### config.mk
export PLATFORM = sky130hd
export DESIGN_NAME = stb_ctl_top
export DESIGN_NICKNAME = d
export VERILOG_FILES = /design/src/hdl/stb_ptr_pkg.sv /design/src/hdl/stb_entry_pkg.sv /design/src/hdl/stb_wptr.sv /design/src/hdl/stb_dfq_rptr.sv /design/src/hdl/stb_pcx_pick.sv /design/src/hdl/stb_entry_state.sv /design/src/hdl/stb_occupancy.sv /design/src/hdl/stb_ctl_top.sv
export VERILOG_INCLUDE_DIRS = /design/src /design/src/hdl
export SDC_FILE = /design/constraint.sdc
export NUM_CORES = 1
export LEC_CHECK = 0
export BUFFER_PORTS_ARGS = -buffer_cell sky130_fd_sc_hd__buf_4
export CELL_PAD_IN_SITES_DETAIL_PLACEMENT = 2
export CELL_PAD_IN_SITES_GLOBAL_PLACEMENT = 2
export CORE_MARGIN = 2
export CORE_UTILIZATION = 33
export CTS_BUF_LIST = sky130_fd_sc_hd__clkbuf_16
export DETAILED_ROUTE_END_ITERATION = 8
export HOLD_SLACK_MARGIN = 0.08
export PLACE_DENSITY = 0.87
export SYNTH_ARGS = -nofsm -noshare
export SYNTH_HDL_FRONTEND = slang
export SYNTH_HIERARCHICAL = 1
export SYNTH_SLANG_ARGS = --single-unit
### constraint.sdc
create_clock -name clk -period 1.5 [get_ports clk]
set_input_delay 0.075 -clock clk [delete_from_list [all_inputs] [get_ports clk]]
set_output_delay 0.075 -clock clk [all_outputs]
set_load 0.01 [all_outputs]
### src/hdl/stb_consts.svh
`ifndef STB_CONSTS_SVH
`define STB_CONSTS_SVH

// entries in the per-thread store buffer
`define STB_DEPTH 8

// encoded entry index width
`define STB_PTR_W 3

// pointer with wrap bit, also wide enough for a full count
`define STB_CNT_W 4

`endif

### src/hdl/stb_ptr_pkg.sv
`default_nettype none
`include "stb_consts.svh"

package stb_ptr_pkg;

   // encoded entry index
   typedef logic [`STB_PTR_W-1:0] stb_ptr_t;

   // pointer plus wrap bit, so full and empty differ
   typedef logic [`STB_CNT_W-1:0] stb_wrap_t;

   // one-hot select or per-entry vector
   typedef logic [`STB_DEPTH-1:0] stb_vec_t;

   // index to one-hot
   function automatic stb_vec_t stb_decode(input stb_ptr_t ptr);
      stb_vec_t vec;
      vec = '0;
      vec[ptr] = 1'b1;
      return vec;
   endfunction

   // one-hot to index, or-tree style so a clean one-hot gives its index
   function automatic stb_ptr_t stb_encode(input stb_vec_t vec);
      stb_ptr_t ptr;
      ptr = '0;
      for (int i = 0; i < `STB_DEPTH; i++) begin
         if (vec[i]) begin
            ptr = ptr | stb_ptr_t'(i);
         end
      end
      return ptr;
   endfunction

endpackage

`default_nettype wire

### src/hdl/stb_entry_pkg.sv
`default_nettype none
`include "stb_consts.svh"

package stb_entry_pkg;

   // stores held, 0 to STB_DEPTH inclusive
   typedef logic [`STB_CNT_W-1:0] stb_cnt_t;

   // one bit per entry: valid, committed or acked
   typedef logic [`STB_DEPTH-1:0] stb_state_vec_t;

endpackage

`default_nettype wire

### src/hdl/stb_wptr.sv
`timescale 1ns/1ps
`default_nettype none
`include "stb_consts.svh"

module stb_wptr
   import stb_ptr_pkg::*;
(
   input  logic      clk,
   input  logic      rst_n,
   input  logic      stb_cam_wvld_m,
   output stb_wrap_t wptr,
   output stb_ptr_t  stb_wrptr,
   output stb_ptr_t  stb_wrptr_prev,
   output stb_vec_t  inflight_vld_g
);

   stb_wrap_t wptr_prev;
   stb_vec_t  dec_wptr_m;
   stb_vec_t  dec_wptr_g;
   logic      stb_cam_wvld_g;

   // ============================================================
   // write pointer
   // ============================================================
   // the producer only writes when an entry is free
   always_ff @(posedge clk) begin
      if (!rst_n) begin
         wptr <= '0;
      end else if (stb_cam_wvld_m) begin
         wptr <= wptr + stb_wrap_t'(1);
      end
   end

   // newest written entry is one behind the pointer
   assign wptr_prev      = wptr - stb_wrap_t'(1);
   assign stb_wrptr      = wptr[`STB_PTR_W-1:0];
   assign stb_wrptr_prev = wptr_prev[`STB_PTR_W-1:0];

   // ============================================================
   // m to g staging
   // ============================================================
   // decode taken before the increment, so it names the entry being written
   assign dec_wptr_m = stb_decode(wptr[`STB_PTR_W-1:0]);

   always_ff @(posedge clk) begin
      if (!rst_n) begin
         stb_cam_wvld_g <= 1'b0;
      end else begin
         stb_cam_wvld_g <= stb_cam_wvld_m;
      end
   end

   // decoded pointer follows the store into the g stage
   always_ff @(posedge clk) begin
      dec_wptr_g <= dec_wptr_m;
   end

   // entry in the g stage sets its valid bit on the next edge
   assign inflight_vld_g = dec_wptr_g & {`STB_DEPTH{stb_cam_wvld_g}};

endmodule

`default_nettype wire

### src/hdl/stb_dfq_rptr.sv
`timescale 1ns/1ps
`default_nettype none
`include "stb_consts.svh"

module stb_dfq_rptr
   import stb_ptr_pkg::*;
(
   input  logic      clk,
   input  logic      rst_n,
   input  logic      st_ack_dq_stb,
   output stb_wrap_t rptr_dfq,
   output stb_vec_t  dec_rptr_dfq,
   output stb_vec_t  dq_clr_d2
);

   stb_vec_t dqptr_d1;
   stb_vec_t dqptr_d2;
   logic     dq_vld_d1;
   logic     dq_vld_d2;

   // ============================================================
   // dequeue read pointer
   // ============================================================
   // points at the oldest entry and steps once per dfq retire
   always_ff @(posedge clk) begin
      if (!rst_n) begin
         rptr_dfq <= '0;
      end else if (st_ack_dq_stb) begin
         rptr_dfq <= rptr_dfq + stb_wrap_t'(1);
      end
   end

   // the oldest entry in one-hot form also breaks the full-queue deadlock in the pick
   assign dec_rptr_dfq = stb_decode(rptr_dfq[`STB_PTR_W-1:0]);

   // ============================================================
   // two-stage dequeue staging
   // ============================================================
   // dequeue strobe delayed two cycles
   always_ff @(posedge clk) begin
      if (!rst_n) begin
         dq_vld_d1 <= 1'b0;
         dq_vld_d2 <= 1'b0;
      end else begin
         dq_vld_d1 <= st_ack_dq_stb;
         dq_vld_d2 <= dq_vld_d1;
      end
   end

   // captured before the pointer moves, so d1 holds the retired entry
   always_ff @(posedge clk) begin
      dqptr_d1 <= dec_rptr_dfq;
      dqptr_d2 <= dqptr_d1;
   end

   // entry to invalidate at the next edge
   assign dq_clr_d2 = dqptr_d2 & {`STB_DEPTH{dq_vld_d2}};

endmodule

`default_nettype wire

### src/hdl/stb_pcx_pick.sv
`timescale 1ns/1ps
`default_nettype none
`include "stb_consts.svh"

module stb_pcx_pick
   import stb_ptr_pkg::*;
   import stb_entry_pkg::*;
(
   input  stb_state_vec_t state_vld,
   input  stb_state_vec_t state_ack,
   input  stb_state_vec_t ced_spec,
   input  stb_vec_t       inflight_vld_g,
   input  stb_vec_t       dec_rptr_dfq,
   output stb_vec_t       dec_rptr_pcx,
   output stb_ptr_t       stb_pcx_rptr,
   output logic           stb_rd_for_pcx
);

   logic           any_vld_unacked;
   stb_vec_t       inflight_issue;
   stb_state_vec_t pred_vld;
   stb_state_vec_t pred_ack;
   stb_vec_t       cand;
   stb_vec_t       order_ok;

   // ============================================================
   // eligibility
   // ============================================================
   // an in-flight write may only issue when nothing older is waiting on an ack
   assign any_vld_unacked = |(state_vld & ~state_ack);
   assign inflight_issue  = inflight_vld_g & {`STB_DEPTH{~any_vld_unacked}};

   // valid or issuable in-flight, and not committed or being requested
   assign cand = (inflight_issue | state_vld) & ~ced_spec;

   // predecessor state, rotated so bit i sees entry i-1 around the circle
   assign pred_vld = {state_vld[`STB_DEPTH-2:0], state_vld[`STB_DEPTH-1]};
   assign pred_ack = {state_ack[`STB_DEPTH-2:0], state_ack[`STB_DEPTH-1]};

   // ordering terms
   //   predecessor valid and acked
   //   predecessor empty
   //   oldest entry, which can always go (full queue deadlock)
   assign order_ok = (pred_vld & pred_ack) | ~pred_vld | dec_rptr_dfq;

   // ============================================================
   // select and encode
   // ============================================================
   // circular queue with one ack outstanding keeps this one-hot
   assign dec_rptr_pcx = cand & order_ok;

   assign stb_pcx_rptr   = stb_encode(dec_rptr_pcx);
   assign stb_rd_for_pcx = |dec_rptr_pcx;

endmodule

`default_nettype wire

### src/hdl/stb_entry_state.sv
`timescale 1ns/1ps
`default_nettype none
`include "stb_consts.svh"

module stb_entry_state
   import stb_ptr_pkg::*;
   import stb_entry_pkg::*;
(
   input  logic           clk,
   input  logic           rst_n,
   input  logic           pcx_rq_for_stb,
   input  logic           pcx_req_squash,
   input  logic           cpx_st_ack,
   input  stb_vec_t       inflight_vld_g,
   input  stb_vec_t       dq_clr_d2,
   input  stb_vec_t       dec_rptr_pcx,
   output stb_state_vec_t state_vld,
   output stb_state_vec_t state_ack,
   output stb_state_vec_t ced_spec,
   output stb_ptr_t       stb_crnt_ack_id
);

   stb_vec_t       ackptr;
   stb_state_vec_t state_ced;
   stb_state_vec_t ced_set;
   stb_state_vec_t ack_set;
   logic           rq_d1;
   logic           rq_d2;
   logic           squash_d2;
   logic           st_vld_rq_d2;
   logic           skid_ced;

   // ============================================================
   // ack pointer
   // ============================================================
   // only one store outstanding to the crossbar, so one pointer is enough
   always_ff @(posedge clk) begin
      if (!rst_n) begin
         ackptr <= '0;
      end else if (pcx_rq_for_stb) begin
         ackptr <= dec_rptr_pcx;
      end
   end

   assign stb_crnt_ack_id = stb_encode(ackptr);

   // ============================================================
   // request staging
   // ============================================================
   // squash arrives one cycle after the request, lines up with rq_d1
   always_ff @(posedge clk) begin
      if (!rst_n) begin
         rq_d1     <= 1'b0;
         rq_d2     <= 1'b0;
         squash_d2 <= 1'b0;
      end else begin
         rq_d1     <= pcx_rq_for_stb;
         rq_d2     <= rq_d1;
         squash_d2 <= pcx_req_squash;
      end
   end

   assign st_vld_rq_d2 = rq_d2 & ~squash_d2;

   // hold the entry out of the pick until ced is known
   // a squashed entry comes back three cycles after its request
   assign skid_ced = rq_d1 | rq_d2;
   assign ced_spec = (ackptr & {`STB_DEPTH{skid_ced}}) | state_ced;

   // ============================================================
   // per-entry state
   // ============================================================
   assign ced_set = ackptr & {`STB_DEPTH{st_vld_rq_d2}};
   assign ack_set = ackptr & {`STB_DEPTH{cpx_st_ack}};

   // dequeue clear wins over any set in the same cycle
   always_ff @(posedge clk) begin
      if (!rst_n) begin
         state_vld <= '0;
         state_ced <= '0;
         state_ack <= '0;
      end else begin
         state_vld <= ~dq_clr_d2 & (inflight_vld_g | state_vld);
         state_ced <= ~dq_clr_d2 & (ced_set | state_ced);
         state_ack <= ~dq_clr_d2 & (ack_set | state_ack);
      end
   end

endmodule

`default_nettype wire

### src/hdl/stb_occupancy.sv
`timescale 1ns/1ps
`default_nettype none
`include "stb_consts.svh"

module stb_occupancy
   import stb_ptr_pkg::*;
   import stb_entry_pkg::*;
(
   input  logic           clk,
   input  logic           rst_n,
   input  stb_wrap_t      wptr,
   input  stb_wrap_t      rptr_dfq,
   input  stb_state_vec_t state_vld,
   output stb_cnt_t       lsu_stbcnt,
   output logic           stb_full,
   output logic           lsu_stb_empty
);

   stb_wrap_t wptr_w2;
   logic      full_w2;

   // delayed write pointer, stores still in the g stage are not counted
   always_ff @(posedge clk) begin
      if (!rst_n) begin
         wptr_w2  <= '0;
         stb_full <= 1'b0;
      end else begin
         wptr_w2  <= wptr;
         stb_full <= full_w2;
      end
   end

   // wrap bits make the difference exact up to a full buffer
   assign lsu_stbcnt = stb_cnt_t'(wptr_w2 - rptr_dfq);

   // full flag trips one short of depth, then flopped for timing
   assign full_w2 = (lsu_stbcnt == stb_cnt_t'(`STB_DEPTH - 1));

   assign lsu_stb_empty = ~(|state_vld);

endmodule

`default_nettype wire

### src/hdl/stb_ctl_top.sv
`timescale 1ns/1ps
`default_nettype none

module stb_ctl_top
   import stb_ptr_pkg::*;
   import stb_entry_pkg::*;
(
   input  logic           clk,
   input  logic           rst_n,
   input  logic           stb_cam_wvld_m,
   input  logic           pcx_rq_for_stb,
   input  logic           pcx_req_squash,
   input  logic           cpx_st_ack,
   input  logic           st_ack_dq_stb,
   output stb_ptr_t       stb_wrptr,
   output stb_ptr_t       stb_wrptr_prev,
   output stb_ptr_t       stb_pcx_rptr,
   output logic           stb_rd_for_pcx,
   output stb_ptr_t       stb_crnt_ack_id,
   output stb_cnt_t       lsu_stbcnt,
   output logic           stb_full,
   output logic           lsu_stb_empty,
   output stb_state_vec_t stb_state_vld
);

   // pointers and their one-hot forms
   stb_wrap_t      wptr;
   stb_wrap_t      rptr_dfq;
   stb_vec_t       inflight_vld_g;
   stb_vec_t       dec_rptr_dfq;
   stb_vec_t       dq_clr_d2;
   stb_vec_t       dec_rptr_pcx;
   // entry state toward the pick
   stb_state_vec_t state_ack;
   stb_state_vec_t ced_spec;

   stb_wptr u_wptr (
      .clk            (clk),
      .rst_n          (rst_n),
      .stb_cam_wvld_m (stb_cam_wvld_m),
      .wptr           (wptr),
      .stb_wrptr      (stb_wrptr),
      .stb_wrptr_prev (stb_wrptr_prev),
      .inflight_vld_g (inflight_vld_g)
   );

   stb_dfq_rptr u_dfq_rptr (
      .clk           (clk),
      .rst_n         (rst_n),
      .st_ack_dq_stb (st_ack_dq_stb),
      .rptr_dfq      (rptr_dfq),
      .dec_rptr_dfq  (dec_rptr_dfq),
      .dq_clr_d2     (dq_clr_d2)
   );

   stb_entry_state u_entry_state (
      .clk             (clk),
      .rst_n           (rst_n),
      .pcx_rq_for_stb  (pcx_rq_for_stb),
      .pcx_req_squash  (pcx_req_squash),
      .cpx_st_ack      (cpx_st_ack),
      .inflight_vld_g  (inflight_vld_g),
      .dq_clr_d2       (dq_clr_d2),
      .dec_rptr_pcx    (dec_rptr_pcx),
      .state_vld       (stb_state_vld),
      .state_ack       (state_ack),
      .ced_spec        (ced_spec),
      .stb_crnt_ack_id (stb_crnt_ack_id)
   );

   stb_pcx_pick u_pcx_pick (
      .state_vld      (stb_state_vld),
      .state_ack      (state_ack),
      .ced_spec       (ced_spec),
      .inflight_vld_g (inflight_vld_g),
      .dec_rptr_dfq   (dec_rptr_dfq),
      .dec_rptr_pcx   (dec_rptr_pcx),
      .stb_pcx_rptr   (stb_pcx_rptr),
      .stb_rd_for_pcx (stb_rd_for_pcx)
   );

   stb_occupancy u_occupancy (
      .clk           (clk),
      .rst_n         (rst_n),
      .wptr          (wptr),
      .rptr_dfq      (rptr_dfq),
      .state_vld     (stb_state_vld),
      .lsu_stbcnt    (lsu_stbcnt),
      .stb_full      (stb_full),
      .lsu_stb_empty (lsu_stb_empty)
   );

endmodule

`default_nettype wire

==> run metrics, run 1 <==
CP startpoint kind register; placeable core region 0.00928 mm²; post-layout power 5.18 mW; synthesized cell area about 0.0032 mm²; CTS Buf Count 9; clock transition at the register clock pins on the worst setup and hold paths after CTS ~0.06 ns; Rows 35; number of synthesized register bits 75; prevailing post-synth register cell sky130_fd_sc_hd__dfxtp_1; HPWL reported at the end of detailed placement 7130 µm; vias 2,828; number of enable-type register cells in the synthesized netlist 0; Remaining DRCs 0; HP Class input pin to register; startpoint of the worst setup timing path u_dfq_rptr/rptr_dfq[1]$_SDFFE_PN0P_; die width 102 µm; final critical path time including I/O delays and setup 2.11 ns; endpoint type of the worst setup path primary output; Die Outline Area about 0.010 mm²; number of antenna-violating nets in the routed design 0; peak ir drop on the vdd network 0.649 mV; cell area power density 1110 mW/mm²; Setup violations, final 22; utilization after layout 0.504; number of warnings printed during yosys synthesis 6; final critical-path setup slack -0.614 ns; overall routed net length 13,200 µm; wire length of the first global-routing pass 17,900 µm; fraction of layout cells with a size suffix above 1 0.471; RSZ-0062 raised after global routing yes; initial drt markers 72; Worst Reg-to-Reg Cells 9; CTS tree yes; main area contributors after synthesis sky130_fd_sc_hd__dfxtp_1, sky130_fd_sc_hd__and2_1, sky130_fd_sc_hd__nor2_1; number of slew-limit violations in the final report 0; initial core utilization 0.342; number of unique standard cell types used by synthesis 46; slew margin rel. 0.705; worst reg-to-reg setup slack -0.25 ns; share of the yosys chip area belonging to registers 0.473; end of the critical path stb_rd_for_pcx; ANT cells 0; share of the synthesized area in the top cell type 0.473; total gr overflow 0; arrival time reported for the critical path endpoint 2.04 ns; initial antenna violation count 0; Hold Vio Cnt, Final 0; share of synthesized flip-flops with an asynchronous set or reset 0; via count of the first global-routing pass approximately 3.1k; Mapped Nets 348; CTS sink count 75; launch instance of the worst register-to-register path u_dfq_rptr/rptr_dfq[1]$_SDFFE_PN0P_; actual transition at the worst max-transition pin 0.441 ns; H-tree depth reported by CTS 3; vias per cell roughly 5; maximum clock path buffer count 2; Gate Count Post-Synth 334; endpoint of the lowest-slack register-to-register path u_dfq_rptr/rptr_dfq[2]$_SDFFE_PN0P_; post-synth top area cell sky130_fd_sc_hd__dfxtp_1; data required time of the worst path 1.42 ns; maximum fanout count along the critical path 5; largest clock skew in the final design 0.0161 ns; drt first pass iters 4; overall track demand over capacity in global routing 0.235; Static Leakage 2.05 nW; number of top-level pins 34; number of I/O port buffers 33; outcome complete, but fails checks; height of the die approximately 100 µm; Skew-Pair Late Insertion Delay 0.34 ns; pin count of the biggest net entering global routing 36; Syn Area/Cell 9.50 µm²; Final period util 1.41; wire per inst 23.6 µm; library cell used as clock root buffer sky130_fd_sc_hd__clkbuf_16; worst setup path category register to primary output; # Max-Cap Violations 0; Syn-to-layout area delta 47.3%; routability congestion estimate 0.833; Fmax 0.473 GHz; violated checks negative setup slack; # nets final 439
-- placed cells by master, fill, tap and decap left out, types with 3 or more instances in the layout --
| cell type | Yosys | layout |
|---|---|---|
| sky130_fd_sc_hd__nand4_1 | 3 | 3 |
| sky130_fd_sc_hd__dlygate4sd3_1 | 0 | 3 |
| sky130_fd_sc_hd__a22oi_2 | 0 | 3 |
| sky130_fd_sc_hd__a21o_1 | 9 | 9 |
| sky130_fd_sc_hd__clkbuf_16 | 0 | 9 |
| sky130_fd_sc_hd__dfxtp_4 | 0 | 6 |
| sky130_fd_sc_hd__ha_1 | 6 | 3 |
| sky130_fd_sc_hd__nor2_1 | 42 | 31 |
| sky130_fd_sc_hd__xor2_1 | 4 | 3 |
| sky130_fd_sc_hd__nor2_2 | 1 | 6 |
| sky130_fd_sc_hd__buf_4 | 5 | 71 |
| sky130_fd_sc_hd__nand2_1 | 7 | 6 |
| sky130_fd_sc_hd__inv_2 | 0 | 4 |
| sky130_fd_sc_hd__dfxtp_1 | 75 | 51 |
| sky130_fd_sc_hd__a21oi_2 | 0 | 4 |
| sky130_fd_sc_hd__nand2b_1 | 15 | 10 |
| sky130_fd_sc_hd__and2_1 | 32 | 27 |
| sky130_fd_sc_hd__and3b_2 | 1 | 3 |
| sky130_fd_sc_hd__nor3_4 | 0 | 3 |
| sky130_fd_sc_hd__nor3_2 | 0 | 3 |
| sky130_fd_sc_hd__inv_1 | 22 | 17 |
| sky130_fd_sc_hd__a21oi_1 | 20 | 16 |
| sky130_fd_sc_hd__or4_4 | 0 | 5 |
| sky130_fd_sc_hd__mux2i_1 | 12 | 11 |
| sky130_fd_sc_hd__and2_4 | 0 | 5 |
| sky130_fd_sc_hd__dfxtp_2 | 0 | 18 |
| sky130_fd_sc_hd__o21a_1 | 3 | 3 |
| sky130_fd_sc_hd__nor2_4 | 0 | 6 |
| sky130_fd_sc_hd__nand2b_4 | 2 | 8 |
| sky130_fd_sc_hd__nor3_1 | 10 | 4 |
| sky130_fd_sc_hd__nor2b_1 | 9 | 9 |
| sky130_fd_sc_hd__nand3b_1 | 10 | 10 |
| sky130_fd_sc_hd__buf_6 | 4 | 18 |
-- how the worst min path moves through the flow --
stage	startpoint	end	depth (start not counted)
floorplan	rst_n	u_wptr/wptr[2]$_SDFFE_PN0P_	1
global placement	pcx_req_squash	u_entry_state/squash_d2$_SDFF_PN0_	2
detailed placement	pcx_req_squash	u_entry_state/squash_d2$_SDFF_PN0_	2
CTS	cpx_st_ack	u_entry_state/state_ack[6]$_SDFF_PN0_	3
global route	pcx_rq_for_stb	u_entry_state/rq_d1$_SDFF_PN0_	2
finish	cpx_st_ack	u_entry_state/state_ack[0]$_SDFF_PN0_	3
-- what timing repair did --
action                                  4_1_cts  5_1_grt
resized for setup                            79       48
pin swaps                                    26       24
hold buffers                                  3        0
endpoints found under the setup margin       22       22
endpoints found under the hold margin         8        0
setup buffers                                10       14
-- kinds of logic (layout without fill, tap and decap cells) --
| logic type | after synthesis | count (layout) | synth area share |
|---|---|---|---|
| AO/OA/AOI/OAI | 47 | 47 | 0.100 |
| buffers and inverters | 34 | 129 | 0.0560 |
| multiplexers | 12 | 12 | 0.0378 |
| flip-flops | 75 | 75 | 0.473 |
| adder cells (fa/ha/maj) | 7 | 7 | 0.0300 |
| XOR/XNOR | 5 | 5 | 0.0138 |
| AND/OR/NAND/NOR | 154 | 154 | 0.289 |
-- per-stage QoR --
step	worst slack, ns	hold WS [ns]	TNS (ns)	instance area, µm²	instances
2_1_floorplan	-0.00209	0.192	-0.00209	3190	334
3_3_place_gp	-0.137	0.286	-0.668	3760	518
5_1_grt	-0.728	0.108	-6.19	4670	558
4_1_cts	-0.455	0.0986	-2.92	4430	546
6_report	-0.614	0.114	-4.95	4670	558
3_5_place_dp	-0.229	0.293	-1.59	3760	518
-- cell usage after synthesis (all sizes together), types with 3 or more instances --
cell type	n
nor3	10
and3b	3
nand2	7
nor2	43
nand4	6
nor2b	9
o21a	3
xor2	4
o21bai	5
buf	10
and2	33
inv	22
and3	3
dfxtp	75
a22oi	4
nand2b	18
mux2i	12
nand3b	10
or4	5
ha	6
a21oi	20
nor3b	3
a21o	9
-- power breakdown --
part	total, mW	leakage, nW	switching (mW)	internal, mW
clock	2.31	0.149	0.875	1.44
combinational	0.753	1.28	0.387	0.366
sequential	2.12	0.622	0.0618	2.06
-- layout make-up --
| type | count | area (µm²) |
|---|---|---|
| Multi-Input combinational cell | 225 | 1810 |
| Timing Repair Buffer | 92 | 766 |
| Clock buffer | 9 | 225 |
| Fill cell | 961 | 4610 |
| Sequential cell | 75 | 1550 |
| Clock inverter | 6 | 81.3 |
| Inverter | 22 | 85.1 |
| Tap cell | 129 | 161 |
-- critical path, cell delays in order (launching register included) --
cell	delay, ns
sky130_fd_sc_hd__dfxtp_4	0.36
sky130_fd_sc_hd__buf_4	0.14
sky130_fd_sc_hd__nor3b_1	0.38
sky130_fd_sc_hd__o221a_2	0.34
sky130_fd_sc_hd__a22o_1	0.20
sky130_fd_sc_hd__a21oi_2	0.06
sky130_fd_sc_hd__nand4_1	0.10
sky130_fd_sc_hd__buf_4	0.13
-- layer usage --
metal | global-route usage | vias up | routed length, µm
met5 | 0 | - | 0
met2 | 0.454 | 68 | 7250
li1 | - | 1298 | -
met1 | 0.259 | 1435 | 5170
met3 | 0.0397 | 27 | 399
met4 | 0.0749 | 0 | 343
-- registers in the layout, indices dropped and copies added (netlist names) --
signal	count
u_entry_state/state_vld	8
u_dfq_rptr/dqptr_d2	8
u_entry_state/squash_d2	1
u_wptr/dec_wptr_g	8
u_dfq_rptr/dq_vld_d1	1
u_entry_state/rq_d2	1
u_wptr/wptr	4
u_occupancy/wptr_w2	4
u_dfq_rptr/dq_vld_d2	1
u_entry_state/rq_d1	1
u_entry_state/state_ack	8
u_wptr/stb_cam_wvld_g	1
u_entry_state/ackptr	8
u_dfq_rptr/dqptr_d1	8
u_dfq_rptr/rptr_dfq	4
u_occupancy/stb_full	1
u_entry_state/state_ced	8
(Power assumes the default switching activity.)
==> run 2, diff against run 1 <==
--- a/config.mk
+++ b/config.mk
@@ -6,6 +6,7 @@
 export SDC_FILE = /design/constraint.sdc
 export NUM_CORES = 1
 export LEC_CHECK = 0
+export ABC_CLOCK_PERIOD_IN_PS = 1500
 export BUFFER_PORTS_ARGS = -buffer_cell sky130_fd_sc_hd__buf_4
 export CELL_PAD_IN_SITES_DETAIL_PLACEMENT = 2
 export CELL_PAD_IN_SITES_GLOBAL_PLACEMENT = 2
==> constraint.sdc (replaced) <==
create_clock -name clk -period 1.5 [get_ports clk]
set_input_delay 0.3 -clock clk [delete_from_list [all_inputs] [get_ports clk]]
set_output_delay 0.3 -clock clk [all_outputs]
set_load 0.01 [all_outputs]
==> run 2 against run 1 <==
Net effect:
- the flow still finishes with violations (negative setup slack)
- maximum frequency fell by 3.7%
- worst hold slack better by 0.054 ns
- sequential share of layout area unchanged
- clock power is essentially flat
- clock-buffer cell count stayed put
- setup slack lost 0.081 ns
- cell count rose by 0.72%
- critical path depth is 1 lower
- combinational power grew 3.7%
- register-to-register slack improved by 0.05 ns
- critical path type unchanged
- critical endpoint is now stb_pcx_rptr[0]
- largest cell class unchanged
==> run metrics, run 2 (synthesis results as in run 1) <==
startpoint of the worst setup timing path u_wptr/stb_cam_wvld_g$_SDFF_PN0_ (was u_dfq_rptr/rptr_dfq[1]$_SDFFE_PN0P_); endpoint type of the worst setup path primary output (unchanged); peak ir drop on the vdd network 0.642 mV (was 0.649 mV); Syn-to-layout area delta 47.3% (unchanged); height of the die 102 µm (unchanged); vias per cell 5.06 (was 5.07); CTS tree yes (unchanged); HP Class input pin to register (unchanged); overall routed net length 12,700 µm (was 13,200 µm); Fmax 0.456 GHz (was 0.473 GHz); Filler Cell Count 943 (was 961); cell area power density 1110 mW/mm² (about the same); drt first pass iters 4 (unchanged); routability congestion estimate 0.840 (was 0.833); via count of the first global-routing pass 3,248 (was 3,115); CTS Buf Count 9 (unchanged); worst setup path category register to primary output (unchanged); ANT cells 0 (unchanged); H-tree depth reported by CTS 3 (unchanged); library cell used as clock root buffer sky130_fd_sc_hd__clkbuf_16 (unchanged); total gr overflow 0 (unchanged); initial core utilization 0.342 (unchanged); Setup violations, final 18 (was 22); vias 2,842 (was 2,828); Worst Reg-to-Reg Cells 9 (unchanged); initial drt markers 99 (was 72); die width 102 µm (unchanged); setup TNS -6.41 ns (was -4.95 ns); CP startpoint kind register (unchanged); Static Leakage 2.08 nW (was 2.05 nW); placeable core region 0.00928 mm² (unchanged); final critical-path setup slack -0.695 ns (was -0.614 ns); data required time of the worst path 1.20 ns (was 1.42 ns); launch instance of the worst register-to-register path u_dfq_rptr/rptr_dfq[0]$_SDFFE_PN0P_ (was u_dfq_rptr/rptr_dfq[1]$_SDFFE_PN0P_); largest clock skew in the final design 0.00674 ns (was 0.0161 ns); number of slew-limit violations in the final report 0 (unchanged); clock transition at the register clock pins on the worst setup and hold paths after CTS 0.06 ns (about the same); end of the critical path stb_pcx_rptr[0] (was stb_rd_for_pcx); overall track demand over capacity in global routing 0.250 (was 0.235); Skew-Pair Late Insertion Delay 0.34 ns (about the same); CTS sink count 75 (unchanged); actual transition at the worst max-transition pin 0.369 ns (was 0.441 ns); final critical path time including I/O delays and setup 2.19 ns (was 2.11 ns); most used cells in the layout excluding fill and tap cells sky130_fd_sc_hd__buf_4, sky130_fd_sc_hd__dfxtp_1, sky130_fd_sc_hd__nor2_1 (unchanged); arrival time reported for the critical path endpoint 1.89 ns (was 2.04 ns); Remaining DRCs 0 (unchanged); number of I/O port buffers 33 (unchanged); Rows 35 (unchanged); outcome complete, but fails checks (unchanged); HPWL reported at the end of detailed placement 7430 µm (was 7130 µm); number of antenna-violating nets in the routed design 0 (unchanged); wire length of the first global-routing pass 18,700 µm (was 17,900 µm); Final period util 1.46 (was 1.41); startpoint of the worst hold path pcx_req_squash (was cpx_st_ack); most common cell after layout, fill and taps aside sky130_fd_sc_hd__buf_4 (unchanged); utilization after layout 0.504 (unchanged); Die Outline Area 0.0104 mm² (unchanged); maximum fanout count along the critical path 8 (was 5); initial antenna violation count 0 (unchanged); endpoint of the lowest-slack register-to-register path u_occupancy/stb_full$_SDFF_PN0_ (was u_dfq_rptr/rptr_dfq[2]$_SDFFE_PN0P_); RSZ-0062 raised after global routing yes (unchanged); # nets final 442 (was 439); number of top-level pins 34 (unchanged); violated checks negative setup slack (unchanged); slew margin rel. 0.754 (was 0.705); pin count of the biggest net entering global routing 36 (unchanged); wire per inst 22.6 µm (was 23.6 µm); # Max-Cap Violations 0 (unchanged); Hold Vio Cnt, Final 0 (unchanged); worst reg-to-reg setup slack -0.20 ns (was -0.25 ns); maximum clock path buffer count 2 (unchanged); fraction of layout cells with a size suffix above 1 0.469 (was 0.471)
## run 2: power breakdown
group / total [mW] / internal [mW] / switching (mW) / leakage [nW]
sequential: 2.11 / 2.06 / 0.0539 / 0.623
combinational: 0.781 / 0.393 / 0.388 / 1.30
clock: 2.30 / 1.44 / 0.866 / 0.158
total: 5.20 / 3.89 / 1.31 / 2.08
## run 2: layout make-up
cell class                 count  area [µm²]  area share
multi-input combinational    225        1780       0.380
sequential                    75        1550       0.331
timing repair buffer          95         792       0.169
clock buffer                   9         225      0.0482
tap                          129         161      0.0345
inverter                      22        87.6      0.0187
clock inverter                 7        85.1      0.0182
## run 2: critical path, stage by stage (launching register included)
cell,delay (ns)
sky130_fd_sc_hd__dfxtp_2,0.35
sky130_fd_sc_hd__and2_1,0.19
sky130_fd_sc_hd__nor2_1,0.26
sky130_fd_sc_hd__nor3_4,0.07
sky130_fd_sc_hd__and2_4,0.15
sky130_fd_sc_hd__or3b_4,0.40
sky130_fd_sc_hd__buf_6,0.13
## run 2: per-layer routing
metal  up-vias  part of all wire  track usage
li1       1295                 -            -
met5         -                 0            0
met3        41             0.033       0.0492
met4         0             0.043        0.119
met2        75              0.56        0.498
met1      1431              0.36        0.243
## run 2: how the worst min path moves through the flow
stage / end / slack [ns] / cells after the start
2_1_floorplan: u_dfq_rptr/dqptr_d2[0]$_DFF_P_ / 0.31 / 0
3_3_place_gp: u_dfq_rptr/dqptr_d2[7]$_DFF_P_ / 0.31 / 0
3_5_place_dp: u_dfq_rptr/dqptr_d2[2]$_DFF_P_ / 0.31 / 0
4_1_cts: u_entry_state/squash_d2$_SDFF_PN0_ / 0.16 / 2
5_1_grt: u_entry_state/squash_d2$_SDFF_PN0_ / 0.16 / 2
6_report: u_entry_state/squash_d2$_SDFF_PN0_ / 0.17 / 2
## run 2: per-stage QoR
step                setup WS, ns  std cells  instance area [µm²]  power (mW)  hold slack, ns
floorplan                 -0.227        334                 3200        2.45           0.310
global placement          -0.393        531                 3870        2.71           0.312
detailed placement        -0.439        531                 3870        2.75           0.314
CTS                       -0.681        551                 4460        5.15           0.158
global route              -0.772        562                 4670        5.39           0.164
finish                    -0.695        562                 4670        5.20           0.167
## run 2: repair_timing
| action | in CTS | in global routing |
|---|---|---|
| setup endpoints to repair | 23 | 23 |
| gates resized for setup | 75 | 41 |
| pin swaps | 18 | 13 |
| hold buffers | 0 | 0 |
| buffers inserted | 4 | 12 |
==> run 3, diff against run 2 <==
--- a/config.mk
+++ b/config.mk
@@ -16,6 +16,7 @@
 export DETAILED_ROUTE_END_ITERATION = 8
 export HOLD_SLACK_MARGIN = 0.08
 export PLACE_DENSITY = 0.87
+export SKIP_CTS_REPAIR_TIMING = 1
 export SYNTH_ARGS = -nofsm -noshare
 export SYNTH_HDL_FRONTEND = slang
 export SYNTH_HIERARCHICAL = 1
==> run 3 against run 2 <==
Net effect:
- the run still ends with negative setup slack left
- clock-buffer cell count stayed put
- largest cell class unchanged
- sequential share of layout area is 0.16 points higher
- cell count is 0.89% lower
- clock skew is 0.0015 ns lower
- combinational power is 3.3% lower
- non-clock buffer count is 5 lower
- critical path depth is 2 higher
- worst hold slack worse by 0.0034 ns
- register-to-register slack better by 0.02 ns
- critical path type unchanged
- maximum frequency is 0.47% lower
==> run metrics, run 3 (synthesis results as in run 1) <==
outcome complete, but fails checks (unchanged); violated checks negative setup slack (unchanged); slew margin rel. 0.740 (was 0.754); pin count of the biggest net entering global routing 36 (unchanged); setup TNS -6.26 ns (was -6.41 ns); library cell used as clock root buffer sky130_fd_sc_hd__clkbuf_16 (unchanged); Rows 35 (unchanged); met2 routed wirelength 6790 µm (was 7120 µm); Cells after DPL 531 (unchanged); # nets final 437 (was 442); RSZ-0062 raised after global routing yes (unchanged); total placed instance area 0.00387 mm² (unchanged); routability congestion estimate 0.840 (unchanged); largest clock skew in the final design 0.00528 ns (was 0.00674 ns); actual transition at the worst max-transition pin 0.390 ns (was 0.369 ns); vias 2,796 (was 2,842); Fmax 0.453 GHz (was 0.456 GHz); worst hold-check slack 0.164 ns (was 0.167 ns); worst setup path category register to primary output (unchanged); initial drt markers 76 (was 99); placeable core region 0.00928 mm² (unchanged); Hold Vio Cnt, Final 0 (unchanged); overall routed net length 12,500 µm (was 12,700 µm); CTS sink count 75 (unchanged); initial antenna violation count 0 (unchanged); most used cells in the layout excluding fill and tap cells sky130_fd_sc_hd__buf_4, sky130_fd_sc_hd__dfxtp_1, sky130_fd_sc_hd__nor2_1 (unchanged); wire length on met3 520 µm (was 417 µm); fraction of layout cells with a size suffix above 1 0.458 (was 0.469); # Max-Cap Violations 0 (unchanged); final critical path time including I/O delays and setup 2.21 ns (was 2.19 ns); cell area power density 1120 mW/mm² (was 1110 mW/mm²); via count of the first global-routing pass 3,082 (was 3,248); ANT cells 0 (unchanged); H-tree depth reported by CTS 3 (unchanged); HP Class input pin to register (unchanged); number of I/O port buffers 33 (unchanged); post-route design area 0.00463 mm² (was 0.00467 mm²); overall track demand over capacity in global routing 0.226 (was 0.250); die width 102 µm (unchanged); total gr overflow 0 (unchanged); utilization after layout 0.498 (was 0.504); endpoint type of the worst setup path primary output (unchanged); Remaining DRCs 0 (unchanged); clock transition at the register clock pins on the worst setup and hold paths after CTS 0.06 ns (about the same); Metal-1 WL 4790 µm (was 4610 µm); vias per cell 5.02 (was 5.06); initial core utilization 0.342 (unchanged); number of antenna-violating nets in the routed design 0 (unchanged); Skew-Pair Late Insertion Delay 0.34 ns (about the same); Final period util 1.47 (was 1.46); final critical-path setup slack -0.705 ns (was -0.695 ns); Top Layer Used met4 (unchanged); number of slew-limit violations in the final report 0 (unchanged); wire per inst 22.4 µm (was 22.6 µm); Die Outline Area 0.0104 mm² (unchanged); CTS Buf Count 9 (unchanged); Static Leakage 2.06 nW (was 2.08 nW); maximum fanout count along the critical path 7 (was 8); maximum clock path buffer count 2 (unchanged); arrival time reported for the critical path endpoint 1.91 ns (was 1.89 ns); CTS tree yes (unchanged); height of the die 102 µm (unchanged); HPWL reported at the end of detailed placement 7430 µm (unchanged); drt first pass iters 4 (unchanged); number of top-level pins 34 (unchanged); CP startpoint kind register (unchanged); most common cell after layout, fill and taps aside sky130_fd_sc_hd__buf_4 (unchanged); data required time of the worst path 1.20 ns (about the same); Syn-to-layout area delta 45.7% (was 47.3%); count of placed standard cells in the final layout, fillers left out 557 (was 562); peak ir drop on the vdd network 0.656 mV (was 0.642 mV); wire length of the first global-routing pass 17,200 µm (was 18,700 µm); Setup violations, final 20 (was 18)
run 3: cell type report:
cell class	count	area, µm²
clock buffer	9	225
clock inverter	7	85.1
fill	962	4660
inverter	22	85.1
multi-input combinational	225	1800
sequential	75	1540
tap	129	161
timing repair buffer	90	732
run 3: final timing paths:
kind / start / end / slack, ns / depth (start not counted)
worst min register to register: u_dfq_rptr/dqptr_d1[2]$_DFF_P_ / u_dfq_rptr/dqptr_d2[2]$_DFF_P_ / 0.33 / 0
worst max register to register: u_entry_state/state_ack[1]$_SDFF_PN0_ / u_entry_state/ackptr[0]$_SDFFE_PN0P_ / -0.18 / 7
worst max-delay path: u_dfq_rptr/rptr_dfq[1]$_SDFFE_PN0P_ / stb_rd_for_pcx / -0.71 / 8
worst min-delay path: pcx_req_squash / u_entry_state/squash_d2$_SDFF_PN0_ / 0.16 / 2
run 3: layer usage:
metal  GRT usage  vias up
met5           0        -
met4      0.0913        0
met3      0.0431       28
met2       0.436       75
met1       0.238     1409
li1            -     1284
run 3: critical path, stage by stage, from the launching register on:
cell                      delay, ns
sky130_fd_sc_hd__dfxtp_4       0.37
sky130_fd_sc_hd__buf_4         0.16
sky130_fd_sc_hd__nor3b_2       0.15
sky130_fd_sc_hd__buf_4         0.14
sky130_fd_sc_hd__nor2_1        0.15
sky130_fd_sc_hd__nor3_2        0.08
sky130_fd_sc_hd__a22oi_2       0.20
sky130_fd_sc_hd__nand4_1       0.13
sky130_fd_sc_hd__buf_4         0.17
run 3: stage by stage:
stage          setup slack (ns)  power (mW)
2_1_floorplan            -0.227        2.45
3_3_place_gp             -0.393        2.71
3_5_place_dp             -0.439        2.75
4_1_cts                  -0.880        5.06
5_1_grt                  -0.784        5.37
6_report                 -0.705        5.18
run 3: report_power, final:
part           switching [mW]  internal (mW)
clock network           0.864           1.44
registers              0.0543           2.06
logic                   0.384          0.372
total                    1.30           3.87
